### src/alg1a_cfg_pkg.sv
/*
  configuration and status types for the algorithm 1a engine
  a count field of 0 runs as 1 (see eff_cnt)
  addresses and data are one 32 bit word per beat
*/
`default_nettype none

package alg1a_cfg_pkg;

  localparam int ADDR_W = 32;  // byte address
  localparam int DATA_W = 32;  // data word and pattern
  localparam int CNT_W  = 8;   // increment, set and loop counts
  localparam int INC_W  = 16;  // address increment field

  // sampled at start, held for the whole run
  typedef struct packed {
    logic [ADDR_W-1:0] base_addr;
    logic [DATA_W-1:0] base_pattern;
    logic [INC_W-1:0]  addr_inc;
    logic [ADDR_W-1:0] set_offset;     // step of X between sets
    logic [CNT_W-1:0]  num_incr;       // N
    logic [CNT_W-1:0]  num_sets;
    logic [CNT_W-1:0]  num_loops;
    logic              pattern_param;  // P grows by one per loop
  } t_alg_cfg;

  // valid from done until the next start
  typedef struct packed {
    logic              error_found;
    logic [ADDR_W-1:0] error_addr;
    logic [DATA_W-1:0] expected;
    logic [DATA_W-1:0] received;
    logic              slverr;  // sticky, any write response
  } t_alg_status;

  // zero count runs once
  function automatic logic [CNT_W-1:0] eff_cnt(input logic [CNT_W-1:0] cnt);
    return (cnt == '0) ? CNT_W'(1) : cnt;
  endfunction

endpackage

`default_nettype wire
### src/alg1a_bus_pkg.sv
/*
  memory bus channel types
  requests use a valid/ready handshake
  responses return in request order, one cycle valid, no ready
*/
`default_nettype none

package alg1a_bus_pkg;

  import alg1a_cfg_pkg::*;

  // one word per request, data is zero on reads
  typedef struct packed {
    logic              is_write;
    logic [ADDR_W-1:0] addr;
    logic [DATA_W-1:0] data;
  } t_mem_req;

  typedef struct packed {
    logic valid;
    logic slverr;  // slave error on this write
  } t_wr_resp;

  typedef struct packed {
    logic              valid;
    logic [DATA_W-1:0] data;
  } t_rd_resp;

endpackage

`default_nettype wire

### src/alg1a_top.sv
/*
  algorithm 1a memory test engine, self checking only
  memory must return responses in request order and never drop one
  o_status holds from o_done until the next i_start
*/
`default_nettype none

module alg1a_top
(
  input  logic                            i_clk,
  input  logic                            i_arst_n,
  input  logic                            i_start,
  input  alg1a_cfg_pkg::t_alg_cfg         i_cfg,
  output logic                            o_busy,
  output logic                            o_done,
  output alg1a_cfg_pkg::t_alg_status      o_status,
  output logic [alg1a_cfg_pkg::CNT_W-1:0] o_loop_count,
  output logic [alg1a_cfg_pkg::CNT_W-1:0] o_set_count,
  output alg1a_bus_pkg::t_mem_req         o_mem_req,
  output logic                            o_req_valid,
  input  logic                            i_req_ready,
  input  alg1a_bus_pkg::t_wr_resp         i_wr_resp,
  input  alg1a_bus_pkg::t_rd_resp         i_rd_resp
);
  import alg1a_cfg_pkg::*;

  logic              phase_start;
  logic              phase_write;
  logic              wr_track_start;
  logic              rd_check_start;
  logic              clear;        // start of a run
  logic [DATA_W-1:0] pattern;      // P
  logic [ADDR_W-1:0] set_base;     // X
  logic [CNT_W-1:0]  num_incr;     // N, never 0
  logic [INC_W-1:0]  addr_inc;
  logic              wr_done;
  logic              rd_done;
  logic              set_error;
  logic              slverr;
  logic              error_found;
  logic [ADDR_W-1:0] error_addr;
  logic [DATA_W-1:0] expected;
  logic [DATA_W-1:0] received;

  alg1a_seq_fsm u_seq_fsm
  (
    .i_clk            ( i_clk          ),
    .i_arst_n         ( i_arst_n       ),
    .i_start          ( i_start        ),
    .i_cfg            ( i_cfg          ),
    .i_wr_done        ( wr_done        ),
    .i_rd_done        ( rd_done        ),
    .i_set_error      ( set_error      ),
    .o_phase_start    ( phase_start    ),
    .o_phase_write    ( phase_write    ),
    .o_wr_track_start ( wr_track_start ),
    .o_rd_check_start ( rd_check_start ),
    .o_pattern        ( pattern        ),
    .o_set_base       ( set_base       ),
    .o_num_incr       ( num_incr       ),
    .o_addr_inc       ( addr_inc       ),
    .o_busy           ( o_busy         ),
    .o_done           ( o_done         ),
    .o_loop_count     ( o_loop_count   ),
    .o_set_count      ( o_set_count    ),
    .o_clear          ( clear          )
  );

  alg1a_req_issue u_req_issue
  (
    .i_clk         ( i_clk       ),
    .i_arst_n      ( i_arst_n    ),
    .i_phase_start ( phase_start ),
    .i_phase_write ( phase_write ),
    .i_set_base    ( set_base    ),
    .i_pattern     ( pattern     ),
    .i_num_incr    ( num_incr    ),
    .i_addr_inc    ( addr_inc    ),
    .o_mem_req     ( o_mem_req   ),
    .o_req_valid   ( o_req_valid ),
    .i_req_ready   ( i_req_ready )
  );

  alg1a_wr_resp_track u_wr_resp_track
  (
    .i_clk      ( i_clk          ),
    .i_arst_n   ( i_arst_n       ),
    .i_start    ( wr_track_start ),
    .i_clear    ( clear          ),
    .i_num_incr ( num_incr       ),
    .i_wr_resp  ( i_wr_resp      ),
    .o_done     ( wr_done        ),
    .o_slverr   ( slverr         )
  );

  alg1a_rd_check u_rd_check
  (
    .i_clk         ( i_clk          ),
    .i_arst_n      ( i_arst_n       ),
    .i_start       ( rd_check_start ),
    .i_clear       ( clear          ),
    .i_num_incr    ( num_incr       ),
    .i_pattern     ( pattern        ),
    .i_set_base    ( set_base       ),
    .i_addr_inc    ( addr_inc       ),
    .i_rd_resp     ( i_rd_resp      ),
    .o_done        ( rd_done        ),
    .o_set_error   ( set_error      ),
    .o_error_found ( error_found    ),
    .o_error_addr  ( error_addr     ),
    .o_expected    ( expected       ),
    .o_received    ( received       )
  );

  // checker error fields plus the write side slave error flag
  assign o_status = '{error_found: error_found,
                      error_addr:  error_addr,
                      expected:    expected,
                      received:    received,
                      slverr:      slverr};

endmodule

`default_nettype wire

### src/alg1a_rd_check.sv
/*
  read response checker for the verify phase
  responses must come back in request order, the address is tracked locally
  only the first mismatch since i_clear is captured
*/
`default_nettype none

module alg1a_rd_check
(
  input  logic                             i_clk,
  input  logic                             i_arst_n,
  input  logic                             i_start,
  input  logic                             i_clear,
  input  logic [alg1a_cfg_pkg::CNT_W-1:0]  i_num_incr,
  input  logic [alg1a_cfg_pkg::DATA_W-1:0] i_pattern,
  input  logic [alg1a_cfg_pkg::ADDR_W-1:0] i_set_base,
  input  logic [alg1a_cfg_pkg::INC_W-1:0]  i_addr_inc,
  input  alg1a_bus_pkg::t_rd_resp          i_rd_resp,
  output logic                             o_done,
  output logic                             o_set_error,
  output logic                             o_error_found,
  output logic [alg1a_cfg_pkg::ADDR_W-1:0] o_error_addr,
  output logic [alg1a_cfg_pkg::DATA_W-1:0] o_expected,
  output logic [alg1a_cfg_pkg::DATA_W-1:0] o_received
);
  import alg1a_cfg_pkg::*;

  logic              active;
  logic [CNT_W-1:0]  cnt;
  logic [ADDR_W-1:0] addr_q;  // address of the next response
  logic              resp;
  logic              mismatch;

  assign resp     = active && i_rd_resp.valid;
  assign mismatch = resp && (i_rd_resp.data != i_pattern);

  always_ff @(posedge i_clk or negedge i_arst_n)
  begin
    if (!i_arst_n)
    begin
      active        <= 1'b0;
      cnt           <= '0;
      o_done        <= 1'b0;
      o_set_error   <= 1'b0;
      o_error_found <= 1'b0;
      o_error_addr  <= '0;
      o_expected    <= '0;
      o_received    <= '0;
    end
    else
    begin
      o_done <= 1'b0;
      if (i_start)
      begin
        active      <= 1'b1;
        cnt         <= '0;
        o_set_error <= 1'b0;  // per set
      end
      else if (resp)
      begin
        cnt <= cnt + 1'b1;
        if (cnt == CNT_W'(i_num_incr - 1'b1))
        begin
          active <= 1'b0;
          o_done <= 1'b1;
        end
        if (mismatch)
          o_set_error <= 1'b1;  // sequencer samples it with o_done
      end

      if (i_clear)
      begin
        o_error_found <= 1'b0;
        o_error_addr  <= '0;
        o_expected    <= '0;
        o_received    <= '0;
      end
      else if (mismatch && !o_error_found)
      begin
        o_error_found <= 1'b1;  // first one wins
        o_error_addr  <= addr_q;
        o_expected    <= i_pattern;
        o_received    <= i_rd_resp.data;
      end
    end
  end

  always_ff @(posedge i_clk)
  begin
    if (i_start)
      addr_q <= i_set_base;
    else if (resp)
      addr_q <= addr_q + ADDR_W'(i_addr_inc);  // mirrors the issuer
  end

endmodule

`default_nettype wire

### src/alg1a_wr_resp_track.sv
/*
  write response counter for the execute phase
  o_slverr is sticky across sets, cleared only by i_clear
*/
`default_nettype none

module alg1a_wr_resp_track
(
  input  logic                            i_clk,
  input  logic                            i_arst_n,
  input  logic                            i_start,
  input  logic                            i_clear,
  input  logic [alg1a_cfg_pkg::CNT_W-1:0] i_num_incr,
  input  alg1a_bus_pkg::t_wr_resp         i_wr_resp,
  output logic                            o_done,
  output logic                            o_slverr
);
  import alg1a_cfg_pkg::*;

  logic             active;
  logic [CNT_W-1:0] cnt;  // responses seen this set

  always_ff @(posedge i_clk or negedge i_arst_n)
  begin
    if (!i_arst_n)
    begin
      active   <= 1'b0;
      cnt      <= '0;
      o_done   <= 1'b0;
      o_slverr <= 1'b0;
    end
    else
    begin
      o_done <= 1'b0;  // single cycle pulse
      if (i_start)
      begin
        active <= 1'b1;
        cnt    <= '0;
      end
      else if (active && i_wr_resp.valid)
      begin
        cnt <= cnt + 1'b1;
        if (cnt == CNT_W'(i_num_incr - 1'b1))
        begin
          active <= 1'b0;
          o_done <= 1'b1;  // cycle after the N-th response
        end
      end

      if (i_clear)
        o_slverr <= 1'b0;
      else if (i_wr_resp.valid && i_wr_resp.slverr)
        o_slverr <= 1'b1;  // does not stop the run
    end
  end

endmodule

`default_nettype wire

### src/alg1a_req_issue.sv
/*
  request issuer shared by the execute and verify phases
  phases never overlap so one stepper serves both
  P and X must hold stable from phase start until the last transfer
*/
`default_nettype none

module alg1a_req_issue
(
  input  logic                             i_clk,
  input  logic                             i_arst_n,
  input  logic                             i_phase_start,
  input  logic                             i_phase_write,
  input  logic [alg1a_cfg_pkg::ADDR_W-1:0] i_set_base,
  input  logic [alg1a_cfg_pkg::DATA_W-1:0] i_pattern,
  input  logic [alg1a_cfg_pkg::CNT_W-1:0]  i_num_incr,
  input  logic [alg1a_cfg_pkg::INC_W-1:0]  i_addr_inc,
  output alg1a_bus_pkg::t_mem_req          o_mem_req,
  output logic                             o_req_valid,
  input  logic                             i_req_ready
);
  import alg1a_cfg_pkg::*;

  logic              active;     // requests outstanding to send
  logic              write_q;    // phase kind
  logic [CNT_W-1:0]  idx;        // transaction index n
  logic [ADDR_W-1:0] addr_q;     // X + n * inc
  logic              xfer;
  logic              last_xfer;

  assign xfer      = active && i_req_ready;
  assign last_xfer = xfer && (idx == CNT_W'(i_num_incr - 1'b1));

  always_ff @(posedge i_clk or negedge i_arst_n)
  begin
    if (!i_arst_n)
    begin
      active  <= 1'b0;
      write_q <= 1'b0;
      idx     <= '0;
    end
    else if (i_phase_start)
    begin
      active  <= 1'b1;  // valid one cycle later
      write_q <= i_phase_write;
      idx     <= '0;
    end
    else if (xfer)
    begin
      idx <= idx + 1'b1;
      if (last_xfer)
        active <= 1'b0;  // N-th request accepted
    end
  end

  // address stepper advances after each transfer
  always_ff @(posedge i_clk)
  begin
    if (i_phase_start)
      addr_q <= i_set_base;
    else if (xfer)
      addr_q <= addr_q + ADDR_W'(i_addr_inc);
  end

  assign o_req_valid = active;

  always_comb
  begin
    o_mem_req.is_write = write_q;
    o_mem_req.addr     = addr_q;
    o_mem_req.data     = write_q ? i_pattern : '0;  // reads carry no data
  end

endmodule

`default_nettype wire

### src/alg1a_seq_fsm.sv
/*
  loop and set sequencer
  start is taken only while idle or in the done cycle
  X is kept as a running sum of set_offset, no multiplier
  at done without error the counts read the configured totals
  after an error they hold the loop and set that failed
*/
`default_nettype none

module alg1a_seq_fsm
(
  input  logic                             i_clk,
  input  logic                             i_arst_n,
  input  logic                             i_start,
  input  alg1a_cfg_pkg::t_alg_cfg          i_cfg,
  input  logic                             i_wr_done,
  input  logic                             i_rd_done,
  input  logic                             i_set_error,
  output logic                             o_phase_start,
  output logic                             o_phase_write,
  output logic                             o_wr_track_start,
  output logic                             o_rd_check_start,
  output logic [alg1a_cfg_pkg::DATA_W-1:0] o_pattern,
  output logic [alg1a_cfg_pkg::ADDR_W-1:0] o_set_base,
  output logic [alg1a_cfg_pkg::CNT_W-1:0]  o_num_incr,
  output logic [alg1a_cfg_pkg::INC_W-1:0]  o_addr_inc,
  output logic                             o_busy,
  output logic                             o_done,
  output logic [alg1a_cfg_pkg::CNT_W-1:0]  o_loop_count,
  output logic [alg1a_cfg_pkg::CNT_W-1:0]  o_set_count,
  output logic                             o_clear
);
  import alg1a_cfg_pkg::*;

  typedef enum logic [2:0] {ST_IDLE, ST_NEXT, ST_EXEC, ST_VERIFY, ST_FINISH} t_seq_state;

  t_seq_state       state;
  t_alg_cfg         cfg_q;       // registered at start
  logic             idle_st;
  logic             start_ok;
  logic             rd_start_q;  // verify phase kick
  logic             last_set;
  logic             last_loop;
  logic             set_pass;    // set finished clean

  assign idle_st  = (state == ST_IDLE) || (state == ST_FINISH);
  assign start_ok = i_start && idle_st;
  assign o_clear  = start_ok;  // wipes sticky status
  assign o_busy   = !idle_st;  // low in the done cycle
  assign o_done   = (state == ST_FINISH);

  assign last_set  = (o_set_count == CNT_W'(eff_cnt(cfg_q.num_sets) - 1'b1));
  assign last_loop = (o_loop_count == CNT_W'(eff_cnt(cfg_q.num_loops) - 1'b1));
  assign set_pass  = (state == ST_VERIFY) && i_rd_done && !i_set_error;

  // execute phase opens from NEXT, verify from the registered kick
  assign o_phase_start    = (state == ST_NEXT) || rd_start_q;
  assign o_phase_write    = (state == ST_NEXT) || (state == ST_EXEC);
  assign o_wr_track_start = (state == ST_NEXT);
  assign o_rd_check_start = rd_start_q;

  assign o_num_incr = eff_cnt(cfg_q.num_incr);
  assign o_addr_inc = cfg_q.addr_inc;
  assign o_pattern  = cfg_q.pattern_param ? cfg_q.base_pattern + DATA_W'(o_loop_count)
                                          : cfg_q.base_pattern;

  always_ff @(posedge i_clk or negedge i_arst_n)
  begin
    if (!i_arst_n)
    begin
      state        <= ST_IDLE;
      rd_start_q   <= 1'b0;
      o_loop_count <= '0;
      o_set_count  <= '0;
    end
    else
    begin
      rd_start_q <= 1'b0;
      case (state)
        ST_IDLE, ST_FINISH:
        begin
          state <= ST_IDLE;
          if (i_start)
          begin
            state        <= ST_NEXT;
            o_loop_count <= '0;
            o_set_count  <= '0;
          end
        end
        ST_NEXT: state <= ST_EXEC;  // phase start goes out in this one cycle
        ST_EXEC:
        begin
          if (i_wr_done)
          begin
            state      <= ST_VERIFY;
            rd_start_q <= 1'b1;
          end
        end
        ST_VERIFY:
        begin
          if (i_rd_done)
          begin
            if (i_set_error)
              state <= ST_FINISH;  // counts stay on the bad set
            else if (last_set && last_loop)
            begin
              state        <= ST_FINISH;
              o_set_count  <= o_set_count + 1'b1;   // totals at done
              o_loop_count <= o_loop_count + 1'b1;
            end
            else if (last_set)
            begin
              state        <= ST_NEXT;
              o_set_count  <= '0;
              o_loop_count <= o_loop_count + 1'b1;
            end
            else
            begin
              state       <= ST_NEXT;
              o_set_count <= o_set_count + 1'b1;
            end
          end
        end
        default: state <= ST_IDLE;
      endcase
    end
  end

  // config copy and X
  always_ff @(posedge i_clk)
  begin
    if (start_ok)
    begin
      cfg_q      <= i_cfg;
      o_set_base <= i_cfg.base_addr;
    end
    else if (set_pass)
    begin
      if (last_set)
        o_set_base <= cfg_q.base_addr;  // new loop restarts at set 0
      else
        o_set_base <= o_set_base + cfg_q.set_offset;
    end
  end

endmodule

`default_nettype wire

### config.mk
export PLATFORM = sky130hd
export DESIGN_NAME = alg1a_top
export DESIGN_NICKNAME = d
export VERILOG_FILES = /design/src/alg1a_cfg_pkg.sv /design/src/alg1a_bus_pkg.sv /design/src/alg1a_top.sv /design/src/alg1a_rd_check.sv /design/src/alg1a_wr_resp_track.sv /design/src/alg1a_req_issue.sv /design/src/alg1a_seq_fsm.sv
export SDC_FILE = /design/constraint.sdc
export NUM_CORES = 1
export LEC_CHECK = 0
export BUFFER_PORTS_ARGS = -buffer_cell sky130_fd_sc_hd__buf_4
export CELL_PAD_IN_SITES_DETAIL_PLACEMENT = 1
export CELL_PAD_IN_SITES_GLOBAL_PLACEMENT = 1
export CORE_ASPECT_RATIO = 1.2
export CORE_MARGIN = 3
export CORE_UTILIZATION = 45
export CTS_CLUSTER_SIZE = 10
export DETAILED_ROUTE_END_ITERATION = 10
export PLACE_DENSITY_LB_ADDON = 0.05
export REMOVE_ABC_BUFFERS = 1
export SLEW_MARGIN = 15
export SYNTH_ARGS = -nofsm -noshare
export SYNTH_HDL_FRONTEND = slang
export SYNTH_HIERARCHICAL = 1
export SYNTH_SLANG_ARGS = --single-unit
export TNS_END_PERCENT = 20
### constraint.sdc
create_clock -name i_clk -period 15.9 [get_ports i_clk]
set_input_delay 3.18 -clock i_clk [delete_from_list [all_inputs] [get_ports i_clk]]
set_output_delay 3.18 -clock i_clk [all_outputs]
set_load 0.02 [all_outputs]
After elaboration in Yosys (flattened, before gate mapping)
Cells that the tools add are included.
Storage, ports and cells
  register bits: 382
  bits of input ports: 176
  output and inout port bits: 182
  logic and storage cells: 162
Operators by class
  equal/unequal tests: 15
  reduce and logical (&&, ||, !) cells: 40
  add/sub/neg operators: 12
  muxes and demuxes: 65
Operator list (count)
  two-way mux 32 bit: 15
  two-way mux 8 bit: 18
  adder 32 x 16 -> 32 bit: 2
  adder 8 x 1 -> 8 bit, second input constant: 5
  == test 8 bit: 5
  adder 32 bit: 1
  adder 32 x 8 -> 32 bit: 1
  != test 32 bit: 1
  one-hot mux 8 bit (2 select lines): 2
  two-way mux 1 bit: 25
  zero test 8 bit: 3
  subtractor 8 x 1 -> 8 bit, second input constant: 3
  nonzero test 2 bit: 11
  two-way mux 3 bit: 4
  one-hot mux 3 bit (4 select lines): 1
  logical AND 1 bit: 11
  AND reduction 2 bit: 5
  == test 3 x 2 -> 1 bit, second input constant: 2
  AND reduction 5 bit: 1
  != test 2 x 1 -> 1 bit, second input constant: 2
  != test 2 bit, second input constant: 2
  AND reduction 4 bit: 1
  == test 3 x 1 -> 1 bit, second input constant: 1
  == test 3 bit, second input constant: 1
  5 further kinds: 9

Longest topological paths before layout
  word-level depth: 9
  mapped depth: 22
  depth with buffers taken out: 19

Hierarchy
The synthesis kept the hierarchy.
Modules (own cells, without submodules)
  alg1a_seq_fsm: area each 9770.6 um^2, sequential area each 5575.3 um^2, instances 1, cells an instance 854
  alg1a_rd_check: area each 7299.5 um^2, sequential area each 3663.5 um^2, instances 1, cells an instance 697
  alg1a_req_issue: area each 3639.7 um^2, sequential area each 1211.2 um^2, instances 1, cells an instance 410
  alg1a_wr_resp_track: area each 762.0 um^2, sequential area each 275.3 um^2, instances 1, cells an instance 85
  alg1a_top: area each 15.0 um^2, sequential area each 0.0 um^2, instances 1, cells an instance 2

Worst setup path before layout
Ideal clock, no wire load.
  path kind: input -> register
  from: input port i_start
  to: register u_rd_check/o_expected[0] (netlist name)
  path buffers: 5
  path slack: 7.332 ns
  stages on the path: 8
  data required time: 15.768 ns
  setup time: 0.132 ns
  data arrival time: 8.436 ns
  cell sequence: nand2_1 > inv_1 > buf_2 > buf_1 > clkbuf_1 > clkbuf_1 > clkbuf_1 > nor2_1
On the way
  cells in the longest elaborated chain, start to end: 2
  elaborated cells on any way between the ends: 3
  those cells by class: mux: 1; reduce/logical: 2
RTL lines
  start, declared: line alg1a_top.sv:12  | input logic i_start,
  logical AND 1 bit (*): line alg1a_seq_fsm.sv:47  | assign start_ok = i_start && idle_st;
  named net clear: line alg1a_top.sv:31  | logic clear;
  two-way mux 32 bit or nonzero test 2 bit (tied branches)
  end signal, assigned: line alg1a_rd_check.sv:82  | o_expected <= i_pattern;
  end, declared: line alg1a_rd_check.sv:23  | output logic [alg1a_cfg_pkg::DATA_W-1:0] o_expected,
The timed path passes the listed nets; every way through them passes the cells marked *.
A chain may end at the register's enable or synchronous reset.

==> run_results.csv <==
group,metric,value,unit
logic_synthesis,ys_top_cells_by_area,"edfxtp_1 (33%), dfrtp_1 (17%), xor2_1 (4.9%)",
routing,drt_iter0_drc,828,
floorplanning,dieWidth,205,µm
sta,worst_slack,7.71,ns
clocking,clkLatencyLatePin,0.57,ns
sta,final-setup-viol-count,0,
routing,post_drt_via_cell_ratio,5.69,
layout,final_area,25800,µm²
floorplanning,fp-row-count,87,
layout,fillers,5192,
sta,min_period,8.19,ns
flow_run,drv_cap,0,
floorplanning,dieArea,50400,µm²
sta,fmax,122,MHz
grt,antenna_found_initial,4,
clocking,clockRootBuffer,"clkbuf_16",
floorplanning,initial_core_util,45.6,%
routing,ant_nets,0,
clocking,holdBufCountCts,0,
logic_synthesis,synth_top_cell_area_share,32.6,%
grt,grt_usage,27.4,%
place,dpl_cell_area,24500,µm²
logic_synthesis,synth_cell_types,90,
grt,grt_pass1_wl,108000,µm
place,dp.final_hpwl,51500,µm
worst_setup_path,cp-end-kind,"output port",
logic_synthesis,synth_area,21500,µm²
worst_setup_path,cp_data_required_time,12.72,ns
worst_setup_path,cp.arrival,5.01,ns
power_and_ir_drop,max-vdd-ir-drop,0.0000840,V
place,port_buffers,357,
grt,grt_max_degree,101,
layout,fin_nets,2616,
worst_setup_path,cp-start-kind,"flop",
floorplanning,fp.coreArea,47100,µm²
clocking,cts-buffers-inserted,45,
clocking,cts.clk_slew.worst_paths,0.06,ns
worst_setup_path,path_max_fanout,10,
sta,rsz0062_at_grt,"false",
status,outcome,"complete, no violations",
logic_synthesis,yosysSeqAreaShare,49.9,%
power_and_ir_drop,finalPower,0.00334,W
worst_setup_path,slowest_delay,0.92,ns
sta,tightest_slew,1.21,ns
worst_setup_path,critPathKind,"reg -> out",
logic_synthesis,syn_avg_cell_area,10.5,µm²
sta,clock_skew,0.0191,ns
routing,via_count,17100,
sta,finalCritPeriodShare,51.5,%
routing,wl_per_cell,23.1,µm
worst_setup_path,cp_common_cell,"o21ai_0",
sta,drv_slew,0,
place,dp_slack,8.42,ns
logic_synthesis,synth_area_leader_cell,"edfxtp_1",
hold_path,hp-class,"reg -> reg",
power_and_ir_drop,cellPowerDensity,129,nW/µm²
logic_synthesis,synth_common_cells,"nor2_1 (251), edfxtp_1 (233), nand2_1 (161)",
worst_setup_path,crit_family,"compound AO/OA/AOI/OAI gates",
sta,finalSetupTns,0,ns
sta,relSlewSlack,19.2,%
routing,wirelength,69600,µm
logic_synthesis,ys.flop_type,"edfxtp_1",
worst_setup_path,crit_path_cell_trace,"ha_1 -> inv_1 -> fa_1 -> nor2b_1 -> o21ai_0 -> a21boi_0 -> o21ai_0 -> a21boi_0 -> o21ai_0 -> a2111oi_2 -> nand3_1 -> xnor2_1 -> and2_1 -> buf_4",
logic_synthesis,async_flop_share,39.0,%
layout,area_delta_synth_final,20.1,%
grt,grt_pass1_vias,18600,
clocking,cts_resized,0,
worst_setup_path,cp_slowest_cell,"a2111oi_2",
floorplanning,ios,358,
logic_synthesis,postSynthCellCount,2048,
logic_synthesis,synth_edf_count,233,
routing,drtPass1Iterations,5,
floorplanning,die-height,245,µm
layout,final_util,54.8,%
layout,drive_gt1_share,20.2,%
clocking,cts_tree,"built",
grt,grt_overflow,0,
clocking,htree_levels,2,
clocking,cts_setup_buffers,0,
sta,hold_viol,0,
power_and_ir_drop,p_leak,10.4,nW
worst_setup_path,path_buf_inv,2,
logic_synthesis,synth_most_common_cell,"nor2_1",
logic_synthesis,ys_seq_elements,382,
place,gp_congestion,0.922,
clocking,clock_path_buffers,3,
routing,drcViolationCount,0,
logic_synthesis,ys_warn_count,6,
clocking,clock_sinks,382,
==> worst reg2reg max path: cells and delay by family, from the launching register on <==
family | cells | cell delay, ns
and+or+nand+nor | 7 | 0.85
buffers and inverters | 3 | 1.75
AOI/OAI and AO/OA | 6 | 1.91
xor gates and xnor gates | 2 | 0.78
muxes | 1 | 0.30
DFF | 1 | 0.54
adders and majority gates | 2 | 0.66
==> cells in the final DEF (no fill, tap or decap), types with 44 or more instances in the layout <==
| cell type | synthesis | routed |
|---|---|---|
| mux2i_1 | 99 | 99 |
| xnor2_1 | 76 | 76 |
| inv_1 | 56 | 55 |
| nor3_1 | 45 | 44 |
| nor2_1 | 251 | 251 |
| buf_4 | 24 | 372 |
| nand3_1 | 47 | 47 |
| clkbuf_16 | 0 | 47 |
| a21oi_1 | 116 | 116 |
| dfrtp_1 | 149 | 148 |
| xor2_1 | 119 | 119 |
| o21ai_0 | 93 | 93 |
| edfxtp_1 | 233 | 233 |
| and2_1 | 46 | 46 |
| ha_1 | 81 | 81 |
| nand2_1 | 161 | 160 |
==> per-stage QoR <==
step / cells / hold WS, ns
2_1_floorplan: 1935 / 0.459
3_3_place_gp: 2931 / 0.489
6_report: 3014 / 0.508
5_1_grt: 3013 / 0.540
4_1_cts: 3012 / 0.505
3_5_place_dp: 2931 / 0.489
==> logic make-up after synthesis <==
kind of cell	share of synthesized area (%)
AOI/OAI and AO/OA	12.5
xor gates and xnor gates	7.95
adders and majority gates	5.09
buffers and inverters	3.87
DFF	49.9
muxes	5.24
and+or+nand+nor	15.4
==> power breakdown <==
group / internal [W] / switching, W
Clock: 0.000561 / 0.000407
Combinational: 0.000411 / 0.000581
Sequential: 0.00123 / 0.000148
==> metal layers <==
metal  vias up  track usage [%]  wire length [µm]
li1       7969                -                 -
met1      8678             32.7             27700
met2       380             50.3             36600
met3       104             5.18              3390
met4         4             7.28              1800
met5         -                0                34
==> path summary, 6_finish.rpt <==
kind / cells after the start / slack (ns) / endpoint / start
worst max-delay path: 14 / 7.71 / o_mem_req[26] / u_seq_fsm/o_loop_count[0]$_DFFE_PN0P_
worst min-delay path: 2 / 0.51 / u_wr_resp_track/o_slverr$_DFFE_PN0P_ / u_wr_resp_track/o_slverr$_DFFE_PN0P_
worst max register to register: 21 / 8.95 / u_rd_check/o_received[23]$_DFFE_PN0P_ / u_seq_fsm/o_loop_count[0]$_DFFE_PN0P_
worst min register to register: 2 / 0.51 / u_wr_resp_track/o_slverr$_DFFE_PN0P_ / u_wr_resp_track/o_slverr$_DFFE_PN0P_
max in group asynchronous: 3 / 11.38 / u_seq_fsm/o_rd_check_start$_DFF_PN0_ / i_arst_n
min in group asynchronous: 1 / 2.51 / u_rd_check/o_error_addr[2]$_DFFE_PN0P_ / i_arst_n
==> layout make-up <==
| cell class | count | area [µm²] | share of cell area (%) |
|---|---|---|---|
| Timing Repair Buffer | 373 | 2800 | 10.9 |
| Sequential cell | 382 | 10700 | 41.6 |
| Inverter | 56 | 218 | 0.843 |
| Clock buffer | 80 | 1330 | 5.15 |
| Tap cell | 623 | 779 | 3.02 |
| Multi-Input combinational cell | 1497 | 9940 | 38.5 |
| Antenna cell | 2 | 5.00 | 0.0194 |
| Clock inverter | 1 | 8.76 | 0.0339 |
==> state kept, by name (all words and copies together), names as in the netlist, 3 cells and up <==
name	cells
u_seq_fsm/cfg_q	121
u_rd_check/addr_q	32
u_rd_check/o_error_addr	32
u_rd_check/o_expected	32
u_rd_check/o_received	32
u_req_issue/addr_q	32
u_seq_fsm/o_set_base	32
u_seq_fsm/o_addr_inc	16
u_rd_check/cnt	8
u_req_issue/idx	8
u_seq_fsm/o_loop_count	8
u_seq_fsm/o_set_count	8
u_wr_resp_track/cnt	8
u_seq_fsm/state	3
No activity file was read; power rests on OpenSTA's default activity.
